### src/verilog/centipede_io_cfg.svh
// centipede cabinet i/o configuration: widths, depths and memory map bases
`ifndef CENTIPEDE_IO_CFG_SVH
`define CENTIPEDE_IO_CFG_SVH

// bus side widths
`define CENT_ADDR_W 14
`define CENT_DATA_W 8
`define CENT_RESP_W 2

// cabinet side widths
`define CENT_SW_W 8
`define CENT_PLAYER_W 10
`define CENT_LED_W 4
`define CENT_COIN_W 3

// high score earom, 64 bytes
`define CENT_EAROM_AW 6
`define CENT_EAROM_DEPTH 64
`define CENT_EAROM_CTRL_W 4

// region bases in the 14-bit centipede map
`define CENT_OFS_SWITCH 'h0800
`define CENT_OFS_INPUT 'h0C00
`define CENT_OFS_EAROM_RD 'h1600
`define CENT_OFS_EAROM_CTRL 'h1680
`define CENT_OFS_EAROM_ADDR 'h1700
`define CENT_OFS_OUTLATCH 'h1C00

`endif
### src/verilog/cent_cab_pkg.sv
// cabinet side types: option switches, player inputs, output latch, earom control
`include "centipede_io_cfg.svh"

package cent_cab_pkg;

	// one option switch bank
	typedef logic [`CENT_SW_W-1:0] switch_bank_t;

	// raw buttons, coin_r in bit 9 down to fire1 in bit 0
	typedef logic [`CENT_PLAYER_W-1:0] player_in_t;

	// addressable output latch
	// flip, leds 4..1, coin counters r/c/l
	typedef logic [`CENT_DATA_W-1:0] latch_bits_t;

	// earom cell address
	typedef logic [`CENT_EAROM_AW-1:0] earom_addr_t;

	// earom control, bit 0 is a spare
	typedef logic [`CENT_EAROM_CTRL_W-1:0] earom_ctrl_t;

	// control bit positions
	localparam int CTRL_CS1 = 3;
	localparam int CTRL_ERASE = 2;
	localparam int CTRL_WR_N = 1;

	// deselected, not writing
	localparam earom_ctrl_t CTRL_RESET = 4'b0010;

endpackage

### src/verilog/cent_bus_pkg.sv
// bus side types for the centipede i/o slave: address, data, response, region
`include "centipede_io_cfg.svh"

package cent_bus_pkg;

	// cpu address, 14 bits as on the original board
	typedef logic [`CENT_ADDR_W-1:0] bus_addr_t;

	// byte wide data path
	typedef logic [`CENT_DATA_W-1:0] bus_data_t;

	// axi response code
	typedef logic [`CENT_RESP_W-1:0] bus_resp_t;

	// slave only ever answers okay
	localparam bus_resp_t RESP_OKAY = 2'b00;

	// decoded target of an access
	typedef enum logic [2:0]
	{
		NONE,
		SWITCH,
		PLAYER,
		JOYSTICK,
		EAROM_RD,
		EAROM_CTRL,
		EAROM_ADDR,
		OUTLATCH
	} io_region_e;

endpackage

### src/verilog/cent_io_top.sv
// centipede cabinet i/o as an axi4-lite slave
`include "centipede_io_cfg.svh"

module cent_io_top (
	input  logic                          s_6mhz,
	input  logic                          reset,
	input  logic                          s_axi_awvalid_i,
	output logic                          s_axi_awready_o,
	input  cent_bus_pkg::bus_addr_t       s_axi_awaddr_i,
	input  logic                          s_axi_wvalid_i,
	output logic                          s_axi_wready_o,
	input  cent_bus_pkg::bus_data_t       s_axi_wdata_i,
	output logic                          s_axi_bvalid_o,
	input  logic                          s_axi_bready_i,
	output cent_bus_pkg::bus_resp_t       s_axi_bresp_o,
	input  logic                          s_axi_arvalid_i,
	output logic                          s_axi_arready_o,
	input  cent_bus_pkg::bus_addr_t       s_axi_araddr_i,
	output logic                          s_axi_rvalid_o,
	input  logic                          s_axi_rready_i,
	output cent_bus_pkg::bus_data_t       s_axi_rdata_o,
	output cent_bus_pkg::bus_resp_t       s_axi_rresp_o,
	input  cent_cab_pkg::switch_bank_t    sw1_i,
	input  cent_cab_pkg::switch_bank_t    sw2_i,
	input  cent_cab_pkg::player_in_t      playerinput_i,
	input  logic [`CENT_DATA_W-1:0]       joystick_i,
	input  logic                          vblank_i,
	output logic                          flip_o,
	output logic [`CENT_LED_W:1]          led_o,
	output logic [`CENT_COIN_W-1:0]       coin_ctr_o
);

	// decode to execute
	logic wr_stb;
	cent_bus_pkg::io_region_e wr_region;
	cent_bus_pkg::bus_addr_t wr_addr;
	cent_bus_pkg::bus_data_t wr_data;
	logic rd_stb;
	cent_bus_pkg::io_region_e rd_region;
	cent_bus_pkg::bus_addr_t rd_addr;

	// execute to result
	cent_bus_pkg::bus_data_t switch_word;
	cent_bus_pkg::bus_data_t player_word;
	cent_bus_pkg::bus_data_t joy_word;
	cent_bus_pkg::bus_data_t earom_word;

	cent_bus_decode cent_bus_decode_inst (
		.s_6mhz          (s_6mhz),
		.reset           (reset),
		.s_axi_awvalid_i (s_axi_awvalid_i),
		.s_axi_awready_o (s_axi_awready_o),
		.s_axi_awaddr_i  (s_axi_awaddr_i),
		.s_axi_wvalid_i  (s_axi_wvalid_i),
		.s_axi_wready_o  (s_axi_wready_o),
		.s_axi_wdata_i   (s_axi_wdata_i),
		.s_axi_arvalid_i (s_axi_arvalid_i),
		.s_axi_arready_o (s_axi_arready_o),
		.s_axi_araddr_i  (s_axi_araddr_i),
		.bvalid_i        (s_axi_bvalid_o),
		.rvalid_i        (s_axi_rvalid_o),
		.wr_stb_o        (wr_stb),
		.wr_region_o     (wr_region),
		.wr_addr_o       (wr_addr),
		.wr_data_o       (wr_data),
		.rd_stb_o        (rd_stb),
		.rd_region_o     (rd_region),
		.rd_addr_o       (rd_addr)
	);

	// coin counters loop back into the coin inputs
	cent_cab_inputs cent_cab_inputs_inst (
		.s_6mhz        (s_6mhz),
		.reset         (reset),
		.sw1_i         (sw1_i),
		.sw2_i         (sw2_i),
		.playerinput_i (playerinput_i),
		.joystick_i    (joystick_i),
		.vblank_i      (vblank_i),
		.coin_drive_i  (coin_ctr_o),
		.rd_addr_i     (rd_addr),
		.switch_word_o (switch_word),
		.player_word_o (player_word),
		.joy_word_o    (joy_word)
	);

	cent_out_latch cent_out_latch_inst (
		.s_6mhz      (s_6mhz),
		.reset       (reset),
		.wr_stb_i    (wr_stb),
		.wr_region_i (wr_region),
		.wr_addr_i   (wr_addr),
		.wr_data_i   (wr_data),
		.flip_o      (flip_o),
		.led_o       (led_o),
		.coin_ctr_o  (coin_ctr_o)
	);

	cent_earom cent_earom_inst (
		.s_6mhz       (s_6mhz),
		.reset        (reset),
		.wr_stb_i     (wr_stb),
		.wr_region_i  (wr_region),
		.wr_addr_i    (wr_addr),
		.wr_data_i    (wr_data),
		.earom_word_o (earom_word)
	);

	cent_read_result cent_read_result_inst (
		.s_6mhz        (s_6mhz),
		.reset         (reset),
		.rd_stb_i      (rd_stb),
		.rd_region_i   (rd_region),
		.wr_stb_i      (wr_stb),
		.switch_word_i (switch_word),
		.player_word_i (player_word),
		.joy_word_i    (joy_word),
		.earom_word_i  (earom_word),
		.rvalid_o      (s_axi_rvalid_o),
		.rready_i      (s_axi_rready_i),
		.rdata_o       (s_axi_rdata_o),
		.rresp_o       (s_axi_rresp_o),
		.bvalid_o      (s_axi_bvalid_o),
		.bready_i      (s_axi_bready_i),
		.bresp_o       (s_axi_bresp_o)
	);

endmodule

### src/verilog/cent_read_result.sv
// read data select and axi read/write response holding
module cent_read_result (
	input  logic                        s_6mhz,
	input  logic                        reset,
	input  logic                        rd_stb_i,
	input  cent_bus_pkg::io_region_e    rd_region_i,
	input  logic                        wr_stb_i,
	input  cent_bus_pkg::bus_data_t     switch_word_i,
	input  cent_bus_pkg::bus_data_t     player_word_i,
	input  cent_bus_pkg::bus_data_t     joy_word_i,
	input  cent_bus_pkg::bus_data_t     earom_word_i,
	output logic                        rvalid_o,
	input  logic                        rready_i,
	output cent_bus_pkg::bus_data_t     rdata_o,
	output cent_bus_pkg::bus_resp_t     rresp_o,
	output logic                        bvalid_o,
	input  logic                        bready_i,
	output cent_bus_pkg::bus_resp_t     bresp_o
);

	cent_bus_pkg::bus_data_t rd_sel;
	cent_bus_pkg::bus_data_t rdata_q;
	logic rvalid_q;
	logic bvalid_q;

	// word of the decoded region
	// unmapped and write-only regions read zero
	always_comb
	begin
		case (rd_region_i)
			cent_bus_pkg::SWITCH:   rd_sel = switch_word_i;
			cent_bus_pkg::PLAYER:   rd_sel = player_word_i;
			cent_bus_pkg::JOYSTICK: rd_sel = joy_word_i;
			cent_bus_pkg::EAROM_RD: rd_sel = earom_word_i;
			default:                rd_sel = '0;
		endcase
	end

	// data frozen at the accept edge
	always_ff @(posedge s_6mhz)
	begin
		if (rd_stb_i)
			rdata_q <= rd_sel;
	end

	// valids held until the master takes them
	always_ff @(posedge s_6mhz or posedge reset)
	begin
		if (reset)
		begin
			rvalid_q <= 1'b0;
			bvalid_q <= 1'b0;
		end
		else
		begin
			if (rd_stb_i)
				rvalid_q <= 1'b1;
			else if (rready_i)
				rvalid_q <= 1'b0;
			if (wr_stb_i)
				bvalid_q <= 1'b1;
			else if (bready_i)
				bvalid_q <= 1'b0;
		end
	end

	assign rvalid_o = rvalid_q;
	assign rdata_o = rdata_q;
	assign bvalid_o = bvalid_q;

	// no error paths
	assign rresp_o = cent_bus_pkg::RESP_OKAY;
	assign bresp_o = cent_bus_pkg::RESP_OKAY;

endmodule

### src/verilog/cent_earom.sv
// high score earom: address/data latch, control register and 64x8 cells
`include "centipede_io_cfg.svh"

module cent_earom (
	input  logic                        s_6mhz,
	input  logic                        reset,
	input  logic                        wr_stb_i,
	input  cent_bus_pkg::io_region_e    wr_region_i,
	input  cent_bus_pkg::bus_addr_t     wr_addr_i,
	input  cent_bus_pkg::bus_data_t     wr_data_i,
	output cent_bus_pkg::bus_data_t     earom_word_o
);

	cent_cab_pkg::earom_addr_t ea_addr_q;
	cent_bus_pkg::bus_data_t ea_din_q;
	cent_cab_pkg::earom_ctrl_t ea_ctrl_q;
	cent_bus_pkg::bus_data_t ea_dout_q;
	cent_bus_pkg::bus_data_t ea_mem [`CENT_EAROM_DEPTH];
	logic ea_sel;
	logic ea_wr;

	// chip select, write is active low in the register
	assign ea_sel = ea_ctrl_q[cent_cab_pkg::CTRL_CS1];
	assign ea_wr = ~ea_ctrl_q[cent_cab_pkg::CTRL_WR_N];

	// cell address comes from the bus address, data from the bus data
	always_ff @(posedge s_6mhz)
	begin
		if (wr_stb_i && (wr_region_i == cent_bus_pkg::EAROM_ADDR))
		begin
			ea_addr_q <= wr_addr_i[`CENT_EAROM_AW-1:0];
			ea_din_q <= wr_data_i;
		end
	end

	// d1 inverted on the way in, so a zero there means write
	always_ff @(posedge s_6mhz or posedge reset)
	begin
		if (reset)
			ea_ctrl_q <= cent_cab_pkg::CTRL_RESET;
		else if (wr_stb_i && (wr_region_i == cent_bus_pkg::EAROM_CTRL))
			ea_ctrl_q <= {wr_data_i[3], wr_data_i[2], ~wr_data_i[1], wr_data_i[0]};
	end

	// write or erase repeats every cycle while selected
	always_ff @(posedge s_6mhz)
	begin
		if (ea_sel && ea_wr)
			ea_mem[ea_addr_q] <= ea_ctrl_q[cent_cab_pkg::CTRL_ERASE] ? '0 : ea_din_q;
	end

	// read register follows the cell while selected for read
	always_ff @(posedge s_6mhz or posedge reset)
	begin
		if (reset)
			ea_dout_q <= '0;
		else if (ea_sel && !ea_wr)
			ea_dout_q <= ea_mem[ea_addr_q];
	end

	assign earom_word_o = ea_dout_q;

endmodule

### src/verilog/cent_out_latch.sv
// addressable output latch for flip, start leds and coin counters
`include "centipede_io_cfg.svh"

module cent_out_latch (
	input  logic                        s_6mhz,
	input  logic                        reset,
	input  logic                        wr_stb_i,
	input  cent_bus_pkg::io_region_e    wr_region_i,
	input  cent_bus_pkg::bus_addr_t     wr_addr_i,
	input  cent_bus_pkg::bus_data_t     wr_data_i,
	output logic                        flip_o,
	output logic [`CENT_LED_W:1]        led_o,
	output logic [`CENT_COIN_W-1:0]     coin_ctr_o
);

	cent_cab_pkg::latch_bits_t latch_q;
	logic latch_wr;

	assign latch_wr = wr_stb_i && (wr_region_i == cent_bus_pkg::OUTLATCH);

	// one bit per address, a[2:0] picks it, d7 is the value
	always_ff @(posedge s_6mhz or posedge reset)
	begin
		if (reset)
			latch_q <= '0;
		else if (latch_wr)
			latch_q[wr_addr_i[2:0]] <= wr_data_i[7];
	end

	// bit 7 flips the screen
	assign flip_o = latch_q[7];

	// bits 6..3 are the four leds
	assign led_o = latch_q[6:3];

	// r, c, l coin counters
	// also looped back into the coin inputs
	assign coin_ctr_o = latch_q[2:0];

endmodule

### src/verilog/cent_cab_inputs.sv
// cabinet input synchronizers and switch, player and joystick read words
`include "centipede_io_cfg.svh"

module cent_cab_inputs (
	input  logic                          s_6mhz,
	input  logic                          reset,
	input  cent_cab_pkg::switch_bank_t    sw1_i,
	input  cent_cab_pkg::switch_bank_t    sw2_i,
	input  cent_cab_pkg::player_in_t      playerinput_i,
	input  logic [`CENT_DATA_W-1:0]       joystick_i,
	input  logic                          vblank_i,
	input  logic [`CENT_COIN_W-1:0]       coin_drive_i,
	input  cent_bus_pkg::bus_addr_t       rd_addr_i,
	output cent_bus_pkg::bus_data_t       switch_word_o,
	output cent_bus_pkg::bus_data_t       player_word_o,
	output cent_bus_pkg::bus_data_t       joy_word_o
);

	// all async inputs travel through one two-stage synchronizer
	localparam int SYNC_W = 2 * `CENT_SW_W + `CENT_PLAYER_W + `CENT_DATA_W + 1;

	logic [SYNC_W-1:0] sync_q1;
	logic [SYNC_W-1:0] sync_q2;
	cent_cab_pkg::switch_bank_t sw1_s;
	cent_cab_pkg::switch_bank_t sw2_s;
	cent_cab_pkg::player_in_t player_s;
	logic [`CENT_DATA_W-1:0] joy_s;
	logic vblank_s;
	logic coin_r;
	logic coin_c;
	logic coin_l;
	cent_bus_pkg::bus_data_t player_hi;
	cent_bus_pkg::bus_data_t player_lo;

	always_ff @(posedge s_6mhz or posedge reset)
	begin
		if (reset)
		begin
			sync_q1 <= '0;
			sync_q2 <= '0;
		end
		else
		begin
			sync_q1 <= {sw1_i, sw2_i, playerinput_i, joystick_i, vblank_i};
			sync_q2 <= sync_q1;
		end
	end

	assign {sw1_s, sw2_s, player_s, joy_s, vblank_s} = sync_q2;

	// option banks, a0 picks sw2
	assign switch_word_o = rd_addr_i[0] ? sw2_s : sw1_s;

	// coin counter drive forces the coin inputs high
	assign coin_r = player_s[9] | coin_drive_i[2];
	assign coin_c = player_s[8] | coin_drive_i[1];
	assign coin_l = player_s[7] | coin_drive_i[0];

	// high word: coins, slam, fire, start
	assign player_hi = {coin_r, coin_c, coin_l, player_s[4], player_s[1], player_s[0],
		player_s[3], player_s[2]};
	// low word, trackball dir and count read as zero
	assign player_lo = {1'b0, vblank_s, player_s[6], player_s[5], 4'b0000};
	assign player_word_o = rd_addr_i[0] ? player_hi : player_lo;

	// p1 r/l/d/u then p2 r/l/d/u, even address is trackball and reads zero
	assign joy_word_o = rd_addr_i[0] ? joy_s : '0;

endmodule

### src/verilog/cent_bus_decode.sv
// axi4-lite accept logic and centipede address decode into strobes and regions
`include "centipede_io_cfg.svh"

module cent_bus_decode (
	input  logic                        s_6mhz,
	input  logic                        reset,
	input  logic                        s_axi_awvalid_i,
	output logic                        s_axi_awready_o,
	input  cent_bus_pkg::bus_addr_t     s_axi_awaddr_i,
	input  logic                        s_axi_wvalid_i,
	output logic                        s_axi_wready_o,
	input  cent_bus_pkg::bus_data_t     s_axi_wdata_i,
	input  logic                        s_axi_arvalid_i,
	output logic                        s_axi_arready_o,
	input  cent_bus_pkg::bus_addr_t     s_axi_araddr_i,
	input  logic                        bvalid_i,
	input  logic                        rvalid_i,
	output logic                        wr_stb_o,
	output cent_bus_pkg::io_region_e    wr_region_o,
	output cent_bus_pkg::bus_addr_t     wr_addr_o,
	output cent_bus_pkg::bus_data_t     wr_data_o,
	output logic                        rd_stb_o,
	output cent_bus_pkg::io_region_e    rd_region_o,
	output cent_bus_pkg::bus_addr_t     rd_addr_o
);

	localparam cent_bus_pkg::bus_addr_t OFS_SWITCH = `CENT_OFS_SWITCH;
	localparam cent_bus_pkg::bus_addr_t OFS_INPUT = `CENT_OFS_INPUT;
	localparam cent_bus_pkg::bus_addr_t OFS_EAROM_RD = `CENT_OFS_EAROM_RD;
	localparam cent_bus_pkg::bus_addr_t OFS_EAROM_CTRL = `CENT_OFS_EAROM_CTRL;
	localparam cent_bus_pkg::bus_addr_t OFS_EAROM_ADDR = `CENT_OFS_EAROM_ADDR;
	localparam cent_bus_pkg::bus_addr_t OFS_OUTLATCH = `CENT_OFS_OUTLATCH;

	logic wr_acc_q;
	logic rd_acc_q;
	logic wr_go;
	logic rd_go;
	cent_bus_pkg::io_region_e wr_region_q;
	cent_bus_pkg::io_region_e rd_region_q;
	cent_bus_pkg::bus_addr_t wr_addr_q;
	cent_bus_pkg::bus_addr_t rd_addr_q;
	cent_bus_pkg::bus_data_t wr_data_q;

	// block select on a[13:10], inputs split on a[1], earom on a[9:7]
	function automatic cent_bus_pkg::io_region_e decode_region(input cent_bus_pkg::bus_addr_t a);
		cent_bus_pkg::io_region_e r;
		r = cent_bus_pkg::NONE;
		if (a[13:10] == OFS_SWITCH[13:10])
			r = cent_bus_pkg::SWITCH;
		else if (a[13:10] == OFS_INPUT[13:10])
			r = a[1] ? cent_bus_pkg::JOYSTICK : cent_bus_pkg::PLAYER;
		else if (a[13:10] == OFS_EAROM_RD[13:10])
		begin
			// lower half of this block held colour ram, now unmapped
			if (a[9:7] == OFS_EAROM_RD[9:7])
				r = cent_bus_pkg::EAROM_RD;
			else if (a[9:7] == OFS_EAROM_CTRL[9:7])
				r = cent_bus_pkg::EAROM_CTRL;
			else if (a[9:7] == OFS_EAROM_ADDR[9:7])
				r = cent_bus_pkg::EAROM_ADDR;
		end
		else if (a[13:10] == OFS_OUTLATCH[13:10])
			r = cent_bus_pkg::OUTLATCH;
		return r;
	endfunction

	// master holds valids and payload, so sample a cycle ahead of the handshake
	assign wr_go = s_axi_awvalid_i & s_axi_wvalid_i & ~bvalid_i & ~wr_acc_q;
	assign rd_go = s_axi_arvalid_i & ~rvalid_i & ~rd_acc_q;

	always_ff @(posedge s_6mhz or posedge reset)
	begin
		if (reset)
		begin
			wr_acc_q <= 1'b0;
			rd_acc_q <= 1'b0;
		end
		else
		begin
			wr_acc_q <= wr_go;
			rd_acc_q <= rd_go;
		end
	end

	// payload captured with the ready, valid during the accept cycle
	always_ff @(posedge s_6mhz)
	begin
		if (wr_go)
		begin
			wr_region_q <= decode_region(s_axi_awaddr_i);
			wr_addr_q <= s_axi_awaddr_i;
			wr_data_q <= s_axi_wdata_i;
		end
		if (rd_go)
		begin
			rd_region_q <= decode_region(s_axi_araddr_i);
			rd_addr_q <= s_axi_araddr_i;
		end
	end

	// readies double as the execute strobes
	assign s_axi_awready_o = wr_acc_q;
	assign s_axi_wready_o = wr_acc_q;
	assign s_axi_arready_o = rd_acc_q;
	assign wr_stb_o = wr_acc_q;
	assign wr_region_o = wr_region_q;
	assign wr_addr_o = wr_addr_q;
	assign wr_data_o = wr_data_q;
	assign rd_stb_o = rd_acc_q;
	assign rd_region_o = rd_region_q;
	assign rd_addr_o = rd_addr_q;

endmodule

### config.mk
export PLATFORM = sky130hd
export DESIGN_NAME = cent_io_top
export DESIGN_NICKNAME = d
export VERILOG_FILES = /design/src/verilog/cent_cab_pkg.sv /design/src/verilog/cent_bus_pkg.sv /design/src/verilog/cent_io_top.sv /design/src/verilog/cent_read_result.sv /design/src/verilog/cent_earom.sv /design/src/verilog/cent_out_latch.sv /design/src/verilog/cent_cab_inputs.sv /design/src/verilog/cent_bus_decode.sv
export VERILOG_INCLUDE_DIRS = /design/src /design/src/verilog
export SDC_FILE = /design/constraint.sdc
export NUM_CORES = 1
export LEC_CHECK = 0
export ABC_AREA = 1
export BUFFER_PORTS_ARGS = -buffer_cell sky130_fd_sc_hd__buf_4
export CORE_ASPECT_RATIO = 1.2
export CORE_MARGIN = 2
export CORE_UTILIZATION = 38
export CTS_CLUSTER_DIAMETER = 80
export DETAILED_ROUTE_END_ITERATION = 10
export GPL_ROUTABILITY_DRIVEN = 0
export PLACE_DENSITY = 0.5
export SKIP_CTS_REPAIR_TIMING = 1
export SLEW_MARGIN = 15
export SYNTH_ARGS = -nofsm -noshare
export SYNTH_HDL_FRONTEND = slang
export SYNTH_SLANG_ARGS = --single-unit
### constraint.sdc
create_clock -name s_6mhz -period 4.5 [get_ports s_6mhz]
set_input_delay 1.125 -clock s_6mhz [delete_from_list [all_inputs] [get_ports s_6mhz]]
set_output_delay 1.125 -clock s_6mhz [all_outputs]
set_load 0.02 [all_outputs]
# Word level (Yosys, flattened, before mapping)

Memories as Yosys holds them, arrays and structs flattened. A register that Yosys moved wholly into a read port is not among the register bits.
Index checks and enable logic that the tools add are counted.
W data, S select, Z words.

RAM bits: 512
Input bits: 78
Bits in registers: 129
Logic and storage cells: 90
Memories kept: 1
Output and inout port bits: 25

Memory list:

| name                   | words | width | rd ports | clocked after memory_dff | wr ports | RTL line         | text |
|---|---|---|---|---|---|---|---|
| cent_earom_inst.ea_mem | 64    | 8     | 1        | 1                        | 1        | cent_earom.sv:18 | `` cent_bus_pkg::bus_data_t ea_mem [`CENT_EAROM_DEPTH]; `` |

Reductions and logical operators: 8
Bitwise logic cells: 14
$lt $le $gt $ge: 2
Eq/ne operators: 21
Multiplexer cells: 28

Operators by type and width:

| cell                 | number |
|---|---|
| $mux W3              | 12 |
| $mux W8              | 4 |
| $pmux W8 S4          | 1 |
| $eq A3 B3 Y1 const B | 10 |
| $eq A4 B2 Y1 const B | 4 |
| $eq A4 B3 Y1 const B | 4 |
| $mux W1              | 9 |
| $bwmux W8            | 1 |
| $eq A3 B2 Y1 const B | 2 |
| $logic_and A1 B1 Y1  | 6 |
| $not A1 Y1           | 6 |
| $and A1 B1 Y1        | 5 |
| $lt A3 B4 Y1 const B | 1 |
| $reduce_bool A2 Y1   | 2 |
| $demux W1 S3         | 1 |
| $eq A3 B1 Y1 const B | 1 |
| $ge A3 B1 Y1 const B | 1 |
| $or A1 B1 Y1         | 3 |

# Longest topological paths before layout

Gate-level depths: netlist (run 1).

Depth after elaboration: 6
Mapped depth: 16
Depth with buffers taken out: 13

# Hierarchy

From an unflattened synthesis (run 1), not the netlist that was laid out.

Cells, all modules: 2651
Area total of the unflattened synthesis: 27567.7 µm²

By module, submodules not included:

| module           | seq. area each (µm²) | instances | cells an instance | area each (µm²) |
|---|---|---|---|---|
| cent_earom       | 16071.7              | 1         | 2252              | 22758.1 |
| cent_cab_inputs  | 1751.7               | 1         | 134               | 2009.4 |
| cent_bus_decode  | 1311.3               | 1         | 100               | 1552.7 |
| cent_read_result | 290.3                | 1         | 104               | 819.5 |
| cent_out_latch   | 200.2                | 1         | 61                | 427.9 |

# Worst setup path before layout (run 1)

OpenSTA, ideal clock, no wires.

Path kind: input to register
Start point: input s_axi_awvalid_i
End point: register cent_bus_decode_inst.wr_addr_q[0], in the netlist cent_bus_decode_inst.wr_addr_o[0], enable pin
Buffers on the path: 0
Cell stages on the path: 2
Setup slack: 1.683 ns
Arrival: 2.403 ns
Setup time: 0.414 ns
Data required time: 4.086 ns
Path through: nand2_1 nor3_1

Word-level cells in the longest chain between the ends: 3

RTL lines:

| item                                 | RTL line              | text |
|---|---|---|
| start, declared                      | cent_io_top.sv:7      | `input logic s_axi_awvalid_i,` |
| $and A1 B1 Y1 (3 in a row)           | cent_bus_decode.sv:68 | `assign wr_go = s_axi_awvalid_i & s_axi_wvalid_i & ~bvalid_i & ~wr_acc_q;` |
| named net cent_bus_decode_inst.wr_go | cent_bus_decode.sv:36 | `logic wr_go;` |
| end signal, assigned                 | cent_bus_decode.sv:91 | `wr_addr_q <= s_axi_awaddr_i;` |
| end, declared                        | cent_bus_decode.sv:40 | `cent_bus_pkg::bus_addr_t wr_addr_q;` |

The timed path passes the listed nets, and every way through them passes these cells.
A chain may end at the register's enable or synchronous reset.

# Final worst setup path (run 1)

Start point: register cent_earom_inst.ea_addr_q[2]
End point: memory cent_earom_inst.ea_mem[42][6] (netlist bit), enable pin

RTL lines:

| item                   | RTL line         | text |
|---|---|---|
| start, declared        | cent_earom.sv:14 | `cent_cab_pkg::earom_addr_t ea_addr_q;` |
| start signal, assigned | cent_earom.sv:31 | `` ea_addr_q <= wr_addr_i[`CENT_EAROM_AW-1:0]; `` |
| end, declared          | cent_earom.sv:18 |  |

Straight into the memory's write port.

==> results of run 1 <==
cell type report:
class | instances | area (µm²)
fillers | 6542 | 38900
flip-flops and latches | 648 | 19000
multi-input cells | 1673 | 6650
clock buffers | 91 | 1970
repair buffers | 151 | 1180
well taps | 918 | 1150
inverters | 84 | 323
clock inverters | 25 | 221
diodes | 1 | 2.50
flip-flops by register name, summed over array words and instances (netlist names):
register,flops
cent_earom_inst.earom_word_o,8
cent_cab_inputs_inst.sync_q1,35
cent_bus_decode_inst.wr_addr_o,6
cent_bus_decode_inst.s_axi_awready_o,1
cent_read_result_inst.bvalid_o,1
cent_earom_inst.ea_din_q,8
cent_read_result_inst.rvalid_o,1
cent_bus_decode_inst.rd_addr_o,1
cent_bus_decode_inst.rd_stb_o,1
cent_earom_inst.ea_addr_q,6
cent_read_result_inst.rdata_o,8
cent_out_latch_inst.latch_q,8
cent_earom_inst.ea_ctrl_q,3
cent_earom_inst.ea_mem,512
cent_bus_decode_inst.wr_data_o,8
cent_cab_inputs_inst.sync_q2,35
cent_bus_decode_inst.rd_region_o,3
cent_bus_decode_inst.wr_region_o,3
layer usage:
| metal | vias to the layer above | part of all wire |
|---|---|---|
| li1 | 8361 | - |
| met1 | 8265 | 0.42 |
| met2 | 405 | 0.50 |
| met3 | 111 | 0.044 |
| met4 | 0 | 0.036 |
| met5 | - | 0 |
cell families after synthesis:
kind of cell,after synthesis
AO/OA/AOI/OAI,60
AND/OR/NAND/NOR,1608
flip-flops,648
other,1
buffers and inverters,192
multiplexers,1
per-stage QoR:
stage	instances	worst slack [ns]	total power, mW	utilization
after floorplan	2513	0.956	7.29	-
after global placement	3474	1.49	7.63	0.408
after detailed placement	3474	1.51	7.65	0.408
after CTS	3590	1.49	13.2	0.440
after global routing	3591	1.31	13.5	0.440
final	3591	1.37	13.1	0.440
placed cells by master, fill, tap and decap left out, types with 5 or more instances in the layout:
| cell type | n |
|---|---|
| o211ai_1 | 6 |
| edfxtp_1 | 555 |
| inv_1 | 75 |
| nand3_1 | 27 |
| a21oi_1 | 15 |
| clkinv_1 | 9 |
| nor3_2 | 7 |
| clkbuf_16 | 76 |
| nand2_1 | 1436 |
| o21ai_1 | 5 |
| nor2_4 | 8 |
| nor3_1 | 7 |
| buf_4 | 147 |
| o21ai_0 | 10 |
| clkbuf_1 | 14 |
| a31oi_1 | 8 |
| nor2_1 | 109 |
| dfrtp_1 | 92 |
| nand4_1 | 5 |
| clkinv_2 | 14 |
worst max-delay path: cells and delay by family, from the launching register on:
family        cells  cell delay [ns]
simple gates      4             1.75
buf+inv           1             0.45
flops             1             0.54
power breakdown:
group          switching (mW)  leakage (nW)  total (mW)  internal [mW]
sequential             0.0797          6.15        6.85           6.77
clock                    2.25          1.08        5.54           3.29
combinational           0.479          5.62       0.654          0.174
total                    2.81          12.8        13.1           10.2
path summary, 6_finish.rpt:
check	from	to	slack (ns)	cells past startpoint
worst max-delay path	cent_earom_inst.ea_addr_q[2]	cent_earom_inst.ea_mem[42][6]	1.37	5
worst min-delay path	cent_cab_inputs_inst.sync_q1[20]	cent_cab_inputs_inst.sync_q2[20]	0.35	0
worst max register to register	cent_earom_inst.ea_addr_q[2]	cent_earom_inst.ea_mem[42][6]	1.37	5
worst min register to register	cent_cab_inputs_inst.sync_q1[20]	cent_cab_inputs_inst.sync_q2[20]	0.35	0
max in group asynchronous	reset	cent_read_result_inst.rvalid_o	3.07	3
min in group asynchronous	reset	cent_cab_inputs_inst.sync_q1[17]	0.60	2
==> flow_metrics.env, run 1 <==
export IMPL_avgRoutedWirePerCell_um=18.6
export IMPL_min_period_over_period=0.695
export IMPL_ys_types=41
export IMPL_insertion_delay_ns=0.59
export IMPL_vias=17100
export IMPL_worst_slew_pin_transition_ns=1.10
export IMPL_run_status="complete, no violations"
export IMPL_yosysTopAreaCellShare=0.629
export IMPL_cpMaxStageDelayCell="nor2_1"
export IMPL_grt_pass1_wl_mm=102
export IMPL_synth_xor_area_share=0
export IMPL_drv_cap=0
export IMPL_clkTransAtPathRegs_ns=0.06
export IMPL_async_flop_share=0.144
export IMPL_rows=106
export IMPL_syn_to_final_growth_pct=15.1
export IMPL_antenna_found_initial=1
export IMPL_drt_total_wl_mm=66.7
export IMPL_hold_viol=0
export IMPL_grt_use_met3=0.0241
export IMPL_synth_area_top_cells="edfxtp_1, nand2_1, dfrtp_1, nor2_1, inv_1"
export IMPL_synth_edf_count=555
export IMPL_cts_sinks=648
export IMPL_grt_pass1_vias=17000
export IMPL_min_path_type="reg2reg"
export IMPL_rsz0062_at_grt="false"
export IMPL_netlist_area_um2=26500
export IMPL_htree_levels=3
export IMPL_critPathRequiredTime_ns=4.71
export IMPL_muxShareOfSynthArea=0.000425
export IMPL_pin_count=103
export IMPL_ys_ff_latch=648
export IMPL_p_leak_nw=12.8
export IMPL_grt_total_usage=0.188
export IMPL_die_h_um=293
export IMPL_drtIter0Drc=1254
export IMPL_ys_seq_area_frac=0.717
export IMPL_setup_violations=0
export IMPL_yosys_area_share_simple=0.233
export IMPL_drc=0
export IMPL_synth_compound_area_frac=0.0142
export IMPL_synth_fa_ha_area_frac=0
export IMPL_critPathMaxStageDelay_ns=0.86
export IMPL_synth_most_common_cell="nand2_1"
export IMPL_syn_inst=2510
export IMPL_cp_cell_sequence="inv_2, nand2_1, nor2_1, nand2_1, nor2_1"
export IMPL_path_class="reg2reg"
export IMPL_max_freq_mhz=320
export IMPL_first_pass_iters=6
export IMPL_power_density_nw_per_um2=428
export IMPL_ir_drop_mv=0.245
export IMPL_busiest_layer="met2"
export IMPL_grt_met1_usage=0.244
export IMPL_die_area_um2=71800
export IMPL_cts_tree="done"
export IMPL_end_kind="flop"
export IMPL_startpoint_type="flop"
export IMPL_drive_gt1_frac=0.103
export IMPL_ys_warn_count=0
export IMPL_numCtsBuffers=68
export IMPL_coreArea_um2=69400
export IMPL_synth_top_family_by_area="simple AND/OR/NAND/NOR gates"
export IMPL_finalSetupTns_ns=0
export IMPL_cts_root_buffer="clkbuf_16"
export IMPL_grt_max_degree=119
export IMPL_finalInstanceArea_um2=30500
export IMPL_yosys_area_top_type="edfxtp_1"
export IMPL_post_route_min_period_ns=3.13
export IMPL_gr_usage_met2=0.317
export IMPL_fin_hold_ws_ns=0.347
export IMPL_synth_area_per_cell_um2=10.6
export IMPL_slew_viol_final=0
export IMPL_synth_common_cells="nand2_1, edfxtp_1, nor2_1, dfrtp_1, inv_1"
export IMPL_crit_arrival_ns=3.34
export IMPL_synthFlopType="edfxtp_1"
export IMPL_num_nets_final=2704
export IMPL_worstPathMaxFanout=25
export IMPL_grt_overflow_total=0
export IMPL_maxSlewHeadroom=0.262
export IMPL_via_per_inst=4.77
export IMPL_initial_core_util=0.382
export IMPL_place_hpwl_mm=40.8
export IMPL_ant_nets=0
export IMPL_clock_skew_ns=0.0184
export IMPL_clk_path_buf_depth=3
export IMPL_die_x_um=245
export IMPL_placed_cell_area_um2=28300
export IMPL_port_buffers=92
Power figures use the tool's default switching activity.
==> run 2: changes to the inputs <==
==> constraint.sdc (replaced) <==
create_clock -name s_6mhz -period 3 [get_ports s_6mhz]
set_input_delay 0.75 -clock s_6mhz [delete_from_list [all_inputs] [get_ports s_6mhz]]
set_output_delay 0.75 -clock s_6mhz [all_outputs]
set_load 0.02 [all_outputs]
==> flow_metrics.env, run 2 (synthesis results as in run 1) <==
export IMPL_power_density_nw_per_um2=624
export IMPL_top_regs="cent_earom_inst.ea_mem: 512 flops, cent_cab_inputs_inst.sync_q1: 35 flops, cent_cab_inputs_inst.sync_q2: 35 flops"
export IMPL_maxSlewHeadroom=0.379
export IMPL_hold_viol=0
export IMPL_largest_reg_flops=512
export IMPL_grt_pass1_vias=17000
export IMPL_end_kind="flop"
export IMPL_via_per_inst=4.72
export IMPL_first_pass_iters=5
export IMPL_antenna_found_initial=0
export IMPL_grt_pass1_wl_mm=102
export IMPL_clkTransAtPathRegs_ns=0.06
export IMPL_drt_total_wl_mm=66.9
export IMPL_ir_drop_mv=0.371
export IMPL_final_core_util=0.448
export IMPL_pin_count=103
export IMPL_path_class="reg2reg"
export IMPL_initial_core_util=0.382
export IMPL_grt_max_degree=94
export IMPL_port_buffers=92
export IMPL_ant_nets=0
export IMPL_insertion_delay_ns=0.62
export IMPL_numCtsBuffers=69
export IMPL_vias=17300
export IMPL_power_mw=19.4
export IMPL_grt_overflow_total=0
export IMPL_top_register="cent_earom_inst.ea_mem"
export IMPL_rsz0062_at_grt="false"
export IMPL_crit_arrival_ns=2.88
export IMPL_startpoint_type="flop"
export IMPL_die_h_um=293
export IMPL_num_nets_final=2767
export IMPL_clock_skew_ns=0.0270
export IMPL_post_route_min_period_ns=2.57
export IMPL_worst_slew_pin_transition_ns=0.925
export IMPL_critPathRequiredTime_ns=3.31
export IMPL_die_x_um=245
export IMPL_cts_root_buffer="clkbuf_16"
export IMPL_coreArea_um2=69400
export IMPL_grt_total_usage=0.188
export IMPL_min_period_over_period=0.856
export IMPL_timing_final_ws_setup_ns=0.433
export IMPL_n_antenna_cell=0
export IMPL_setup_violations=0
export IMPL_max_freq_mhz=390
export IMPL_p_leak_nw=13.2
export IMPL_finalSetupTns_ns=0
export IMPL_drive_gt1_frac=0.121
export IMPL_place_hpwl_mm=41.7
export IMPL_syn_to_final_growth_pct=17.3
export IMPL_final_common_cell="nand2_1"
export IMPL_min_path_type="in2reg"
export IMPL_htree_levels=3
export IMPL_place_ws_ns=0.410
export IMPL_n_fill_cell=6494
export IMPL_mostFrequentLayoutCells="nand2_1, edfxtp_1, buf_4"
export IMPL_cts_tree="done"
export IMPL_worstPathMaxFanout=17
export IMPL_slew_viol_final=0
export IMPL_avgRoutedWirePerCell_um=18.3
export IMPL_drc=0
export IMPL_rows=106
export IMPL_clk_path_buf_depth=3
export IMPL_run_status="complete, no violations"
export IMPL_drtIter0Drc=1080
export IMPL_die_area_um2=71800
export IMPL_cts_sinks=648
export IMPL_drv_cap=0
-- run 2: power by group --
group | switching (mW) | total, mW | internal, mW
Sequential | 0.119 | 10.3 | 10.2
Combinational | 0.719 | 1.03 | 0.307
Clock | 3.45 | 8.10 | 4.65
-- run 2: layout make-up --
| type | instances | area, µm² | area share |
|---|---|---|---|
| repair buffers | 213 | 1820 | 0.0587 |
| multi-input cells | 1673 | 6650 | 0.214 |
| clock inverters | 33 | 236 | 0.00761 |
| flip-flops and latches | 648 | 19000 | 0.611 |
| clock buffers | 90 | 1900 | 0.0612 |
| well taps | 918 | 1150 | 0.0370 |
| inverters | 84 | 325 | 0.0105 |
-- run 2: worst paths after layout --
kind	cells after the start	slack, ns	endpoint	from
max in group asynchronous	3	2.34	cent_cab_inputs_inst.sync_q1[22]	reset
setup reg to reg	6	0.43	cent_earom_inst.ea_mem[12][1]	cent_earom_inst.ea_addr_q[2]
setup / recovery	6	0.43	cent_earom_inst.ea_mem[12][1]	cent_earom_inst.ea_addr_q[2]
min in group asynchronous	3	0.26	cent_out_latch_inst.latch_q[1]	reset
hold reg to reg	0	0.35	cent_cab_inputs_inst.sync_q2[33]	cent_cab_inputs_inst.sync_q1[33]
hold / removal	1	0.24	cent_cab_inputs_inst.sync_q1[17]	playerinput_i[8]
-- run 2: through the flow --
step	cells	hold slack, ns	instance area (µm²)
after floorplan	2513	0.331	26500
after global placement	3536	0.332	28900
after detailed placement	3536	0.336	28900
after CTS	3659	0.200	31100
after global routing	3659	0.217	31100
final	3659	0.239	31100
-- run 2: per-layer routing --
metal / up-vias / routed length [µm] / GRT usage
li1: 8502 / - / -
met1: 8314 / 28800 / 0.244
met2: 330 / 33000 / 0.316
met3: 110 / 2830 / 0.0283
met4: 0 / 2180 / 0.0784
met5: - / 0 / 0
-- run 2: worst max-delay path, stage by stage, from the launching register on --
cell and delay (ns):
edfxtp_1 0.61, buf_4 0.33, nand2_1 0.19, nor2_1 0.20, nand2_1 0.39, nor2_1 0.31, buf_4 0.23
==> run 3: changes to the inputs <==
==> constraint.sdc (replaced) <==
create_clock -name s_6mhz -period 3 [get_ports s_6mhz]
set_input_delay 0.3 -clock s_6mhz [delete_from_list [all_inputs] [get_ports s_6mhz]]
set_output_delay 0.3 -clock s_6mhz [all_outputs]
set_load 0.02 [all_outputs]
==> flow_metrics.env, run 3 (synthesis results as in run 1) <==
export IMPL_grt_total_usage=0.187
export IMPL_clk_path_buf_depth=3
export IMPL_insertion_delay_ns=0.61
export IMPL_crit_start="cent_earom_inst.ea_addr_q[1]"
export IMPL_pin_count=103
export IMPL_drtIter0Drc=1311
export IMPL_fin_hold_ws_ns=0.00757
export IMPL_grt_max_degree=90
export IMPL_run_status="complete, no violations"
export IMPL_cts_root_buffer="clkbuf_16"
export IMPL_max_freq_mhz=399
export IMPL_swShare=0.220
export IMPL_coreArea_um2=69400
export IMPL_r2r_end="cent_earom_inst.ea_mem[23][7]"
export IMPL_crit_arrival_ns=2.81
export IMPL_startpoint_type="flop"
export IMPL_path_class="reg2reg"
export IMPL_first_pass_iters=5
export IMPL_post_route_min_period_ns=2.51
export IMPL_p_leak_nw=13.5
export IMPL_seqCellArea_um2=19000
export IMPL_final_core_util=0.457
export IMPL_grt_overflow_total=0
export IMPL_place_inst=3533
export IMPL_clock_skew_ns=0.0260
export IMPL_clkTransAtPathRegs_ns=0.06
export IMPL_top_register="cent_earom_inst.ea_mem"
export IMPL_die_x_um=245
export IMPL_cts_sinks=648
export IMPL_rsz0062_at_grt="false"
export IMPL_n_antenna_cell=0
export IMPL_mostFrequentLayoutCells="nand2_1, edfxtp_1, buf_4"
export IMPL_finalSetupTns_ns=0
export IMPL_ir_drop_mv=0.347
export IMPL_drt_total_wl_mm=66.5
export IMPL_reg2reg_depth=6
export IMPL_port_buffers=92
export IMPL_ant_nets=0
export IMPL_avgRoutedWirePerCell_um=17.9
export IMPL_grt_pass1_vias=17100
export IMPL_cts_tree="done"
export IMPL_multi_input_area_um2=6650
export IMPL_reg2reg_slack_ns=0.49
export IMPL_worst_slew_pin_transition_ns=1.02
export IMPL_drive_gt1_frac=0.121
export IMPL_htree_levels=3
export IMPL_min_period_over_period=0.835
export IMPL_instances_no_fill=3713
export IMPL_maxSlewHeadroom=0.313
export IMPL_hold_viol=0
export IMPL_crit_path_end="cent_earom_inst.ea_mem[23][7]"
export IMPL_p_switching_mw=4.34
export IMPL_critPathRequiredTime_ns=3.30
export IMPL_via_per_inst=4.71
export IMPL_largest_reg_flops=512
export IMPL_r2r_start="cent_earom_inst.ea_addr_q[1]"
export IMPL_slew_viol_final=0
export IMPL_die_area_um2=71800
export IMPL_pwr_share_comb=0.055
export IMPL_p_int_mw=15.4
export IMPL_antenna_found_initial=0
export IMPL_power_density_nw_per_um2=624
export IMPL_p_clk_frac=0.425
export IMPL_end_kind="flop"
export IMPL_final_common_cell="nand2_1"
export IMPL_n_fill_cell=6455
export IMPL_worstPathMaxFanout=67
export IMPL_place_hpwl_mm=40.5
export IMPL_vias=17500
export IMPL_num_nets_final=2818
export IMPL_seqPwrFrac=0.520
export IMPL_rows=106
export IMPL_drc=0
export IMPL_initial_core_util=0.382
export IMPL_numCtsBuffers=69
export IMPL_die_h_um=293
export IMPL_grt_pass1_wl_mm=101
export IMPL_syn_to_final_growth_pct=19.7
export IMPL_min_path_type="in2reg"
export IMPL_setup_violations=0
export IMPL_top_regs="cent_earom_inst.ea_mem: 512 flops, cent_cab_inputs_inst.sync_q1: 35 flops, cent_cab_inputs_inst.sync_q2: 35 flops"
export IMPL_drv_cap=0
[run 3: cell count changes in the layout (fill, tap and decap cells not counted), sizes merged]
cell	change
buf	-3
bufinv	+3
clkbuf	-2
dlygate4sd3	+54
inv	+3
clkinv	-1
[run 3: critical path: stages (launching register included)]
cell and delay [ns]:
edfxtp_1 0.42, buf_12 0.33, nand2_1 0.31, nor2_1 0.20, nand2_1 0.43, nor2_1 0.25, buf_4 0.20
[run 3: final cells by class]
type	count	area share
Sequential cell	648	0.599
Clock inverter	38	0.0103
Multi-Input combinational cell	1673	0.210
Timing Repair Buffer	264	0.0746
Inverter	84	0.0102
Clock buffer	88	0.0600
Tap cell	918	0.0362
[run 3: stage by stage]
step | power [mW] | setup WS [ns] | area, µm²
finish | 19.8 | 0.494 | 31700
global route | 20.5 | 0.379 | 31700
CTS | 20.0 | 0.489 | 31200
detailed placement | 11.5 | 0.523 | 28900
global placement | 11.5 | 0.579 | 28900
floorplan | 10.9 | 0.281 | 26500
[run 3: power by group through the flow]
stage          clock network (mW)  logic [mW]  registers (mW)
3_5_place_dp                    0        1.05            10.5
6_report                     8.42        1.09            10.3
5_1_grt                      9.00        1.21            10.3
3_3_place_gp                    0        1.03            10.5
4_1_cts                      8.63        1.05            10.3
2_1_floorplan                   0       0.465            10.5
[run 3: how the worst min path moves through the flow]
stage / from / end / slack (ns) / cells after the start
after floorplan: cent_cab_inputs_inst.sync_q1[0] / cent_cab_inputs_inst.sync_q2[0] / 0.33 / 0
after global placement: cent_cab_inputs_inst.sync_q1[27] / cent_cab_inputs_inst.sync_q2[27] / 0.33 / 0
after detailed placement: cent_cab_inputs_inst.sync_q1[25] / cent_cab_inputs_inst.sync_q2[25] / 0.33 / 0
after CTS: sw1_i[6] / cent_cab_inputs_inst.sync_q1[33] / -0.25 / 1
after global routing: s_axi_awaddr_i[12] / cent_bus_decode_inst.wr_region_o[0] / 0.003 / 2
final: s_axi_awaddr_i[13] / cent_bus_decode_inst.wr_region_o[1] / 0.008 / 2
[run 3: metal layers]
metal / up-vias / wire (µm) / GRT usage
li1: 8596 / - / -
met1: 8435 / 28800 / 0.245
met2: 357 / 33300 / 0.320
met3: 105 / 2800 / 0.0280
met4: 0 / 1570 / 0.0568
met5: - / 0 / 0
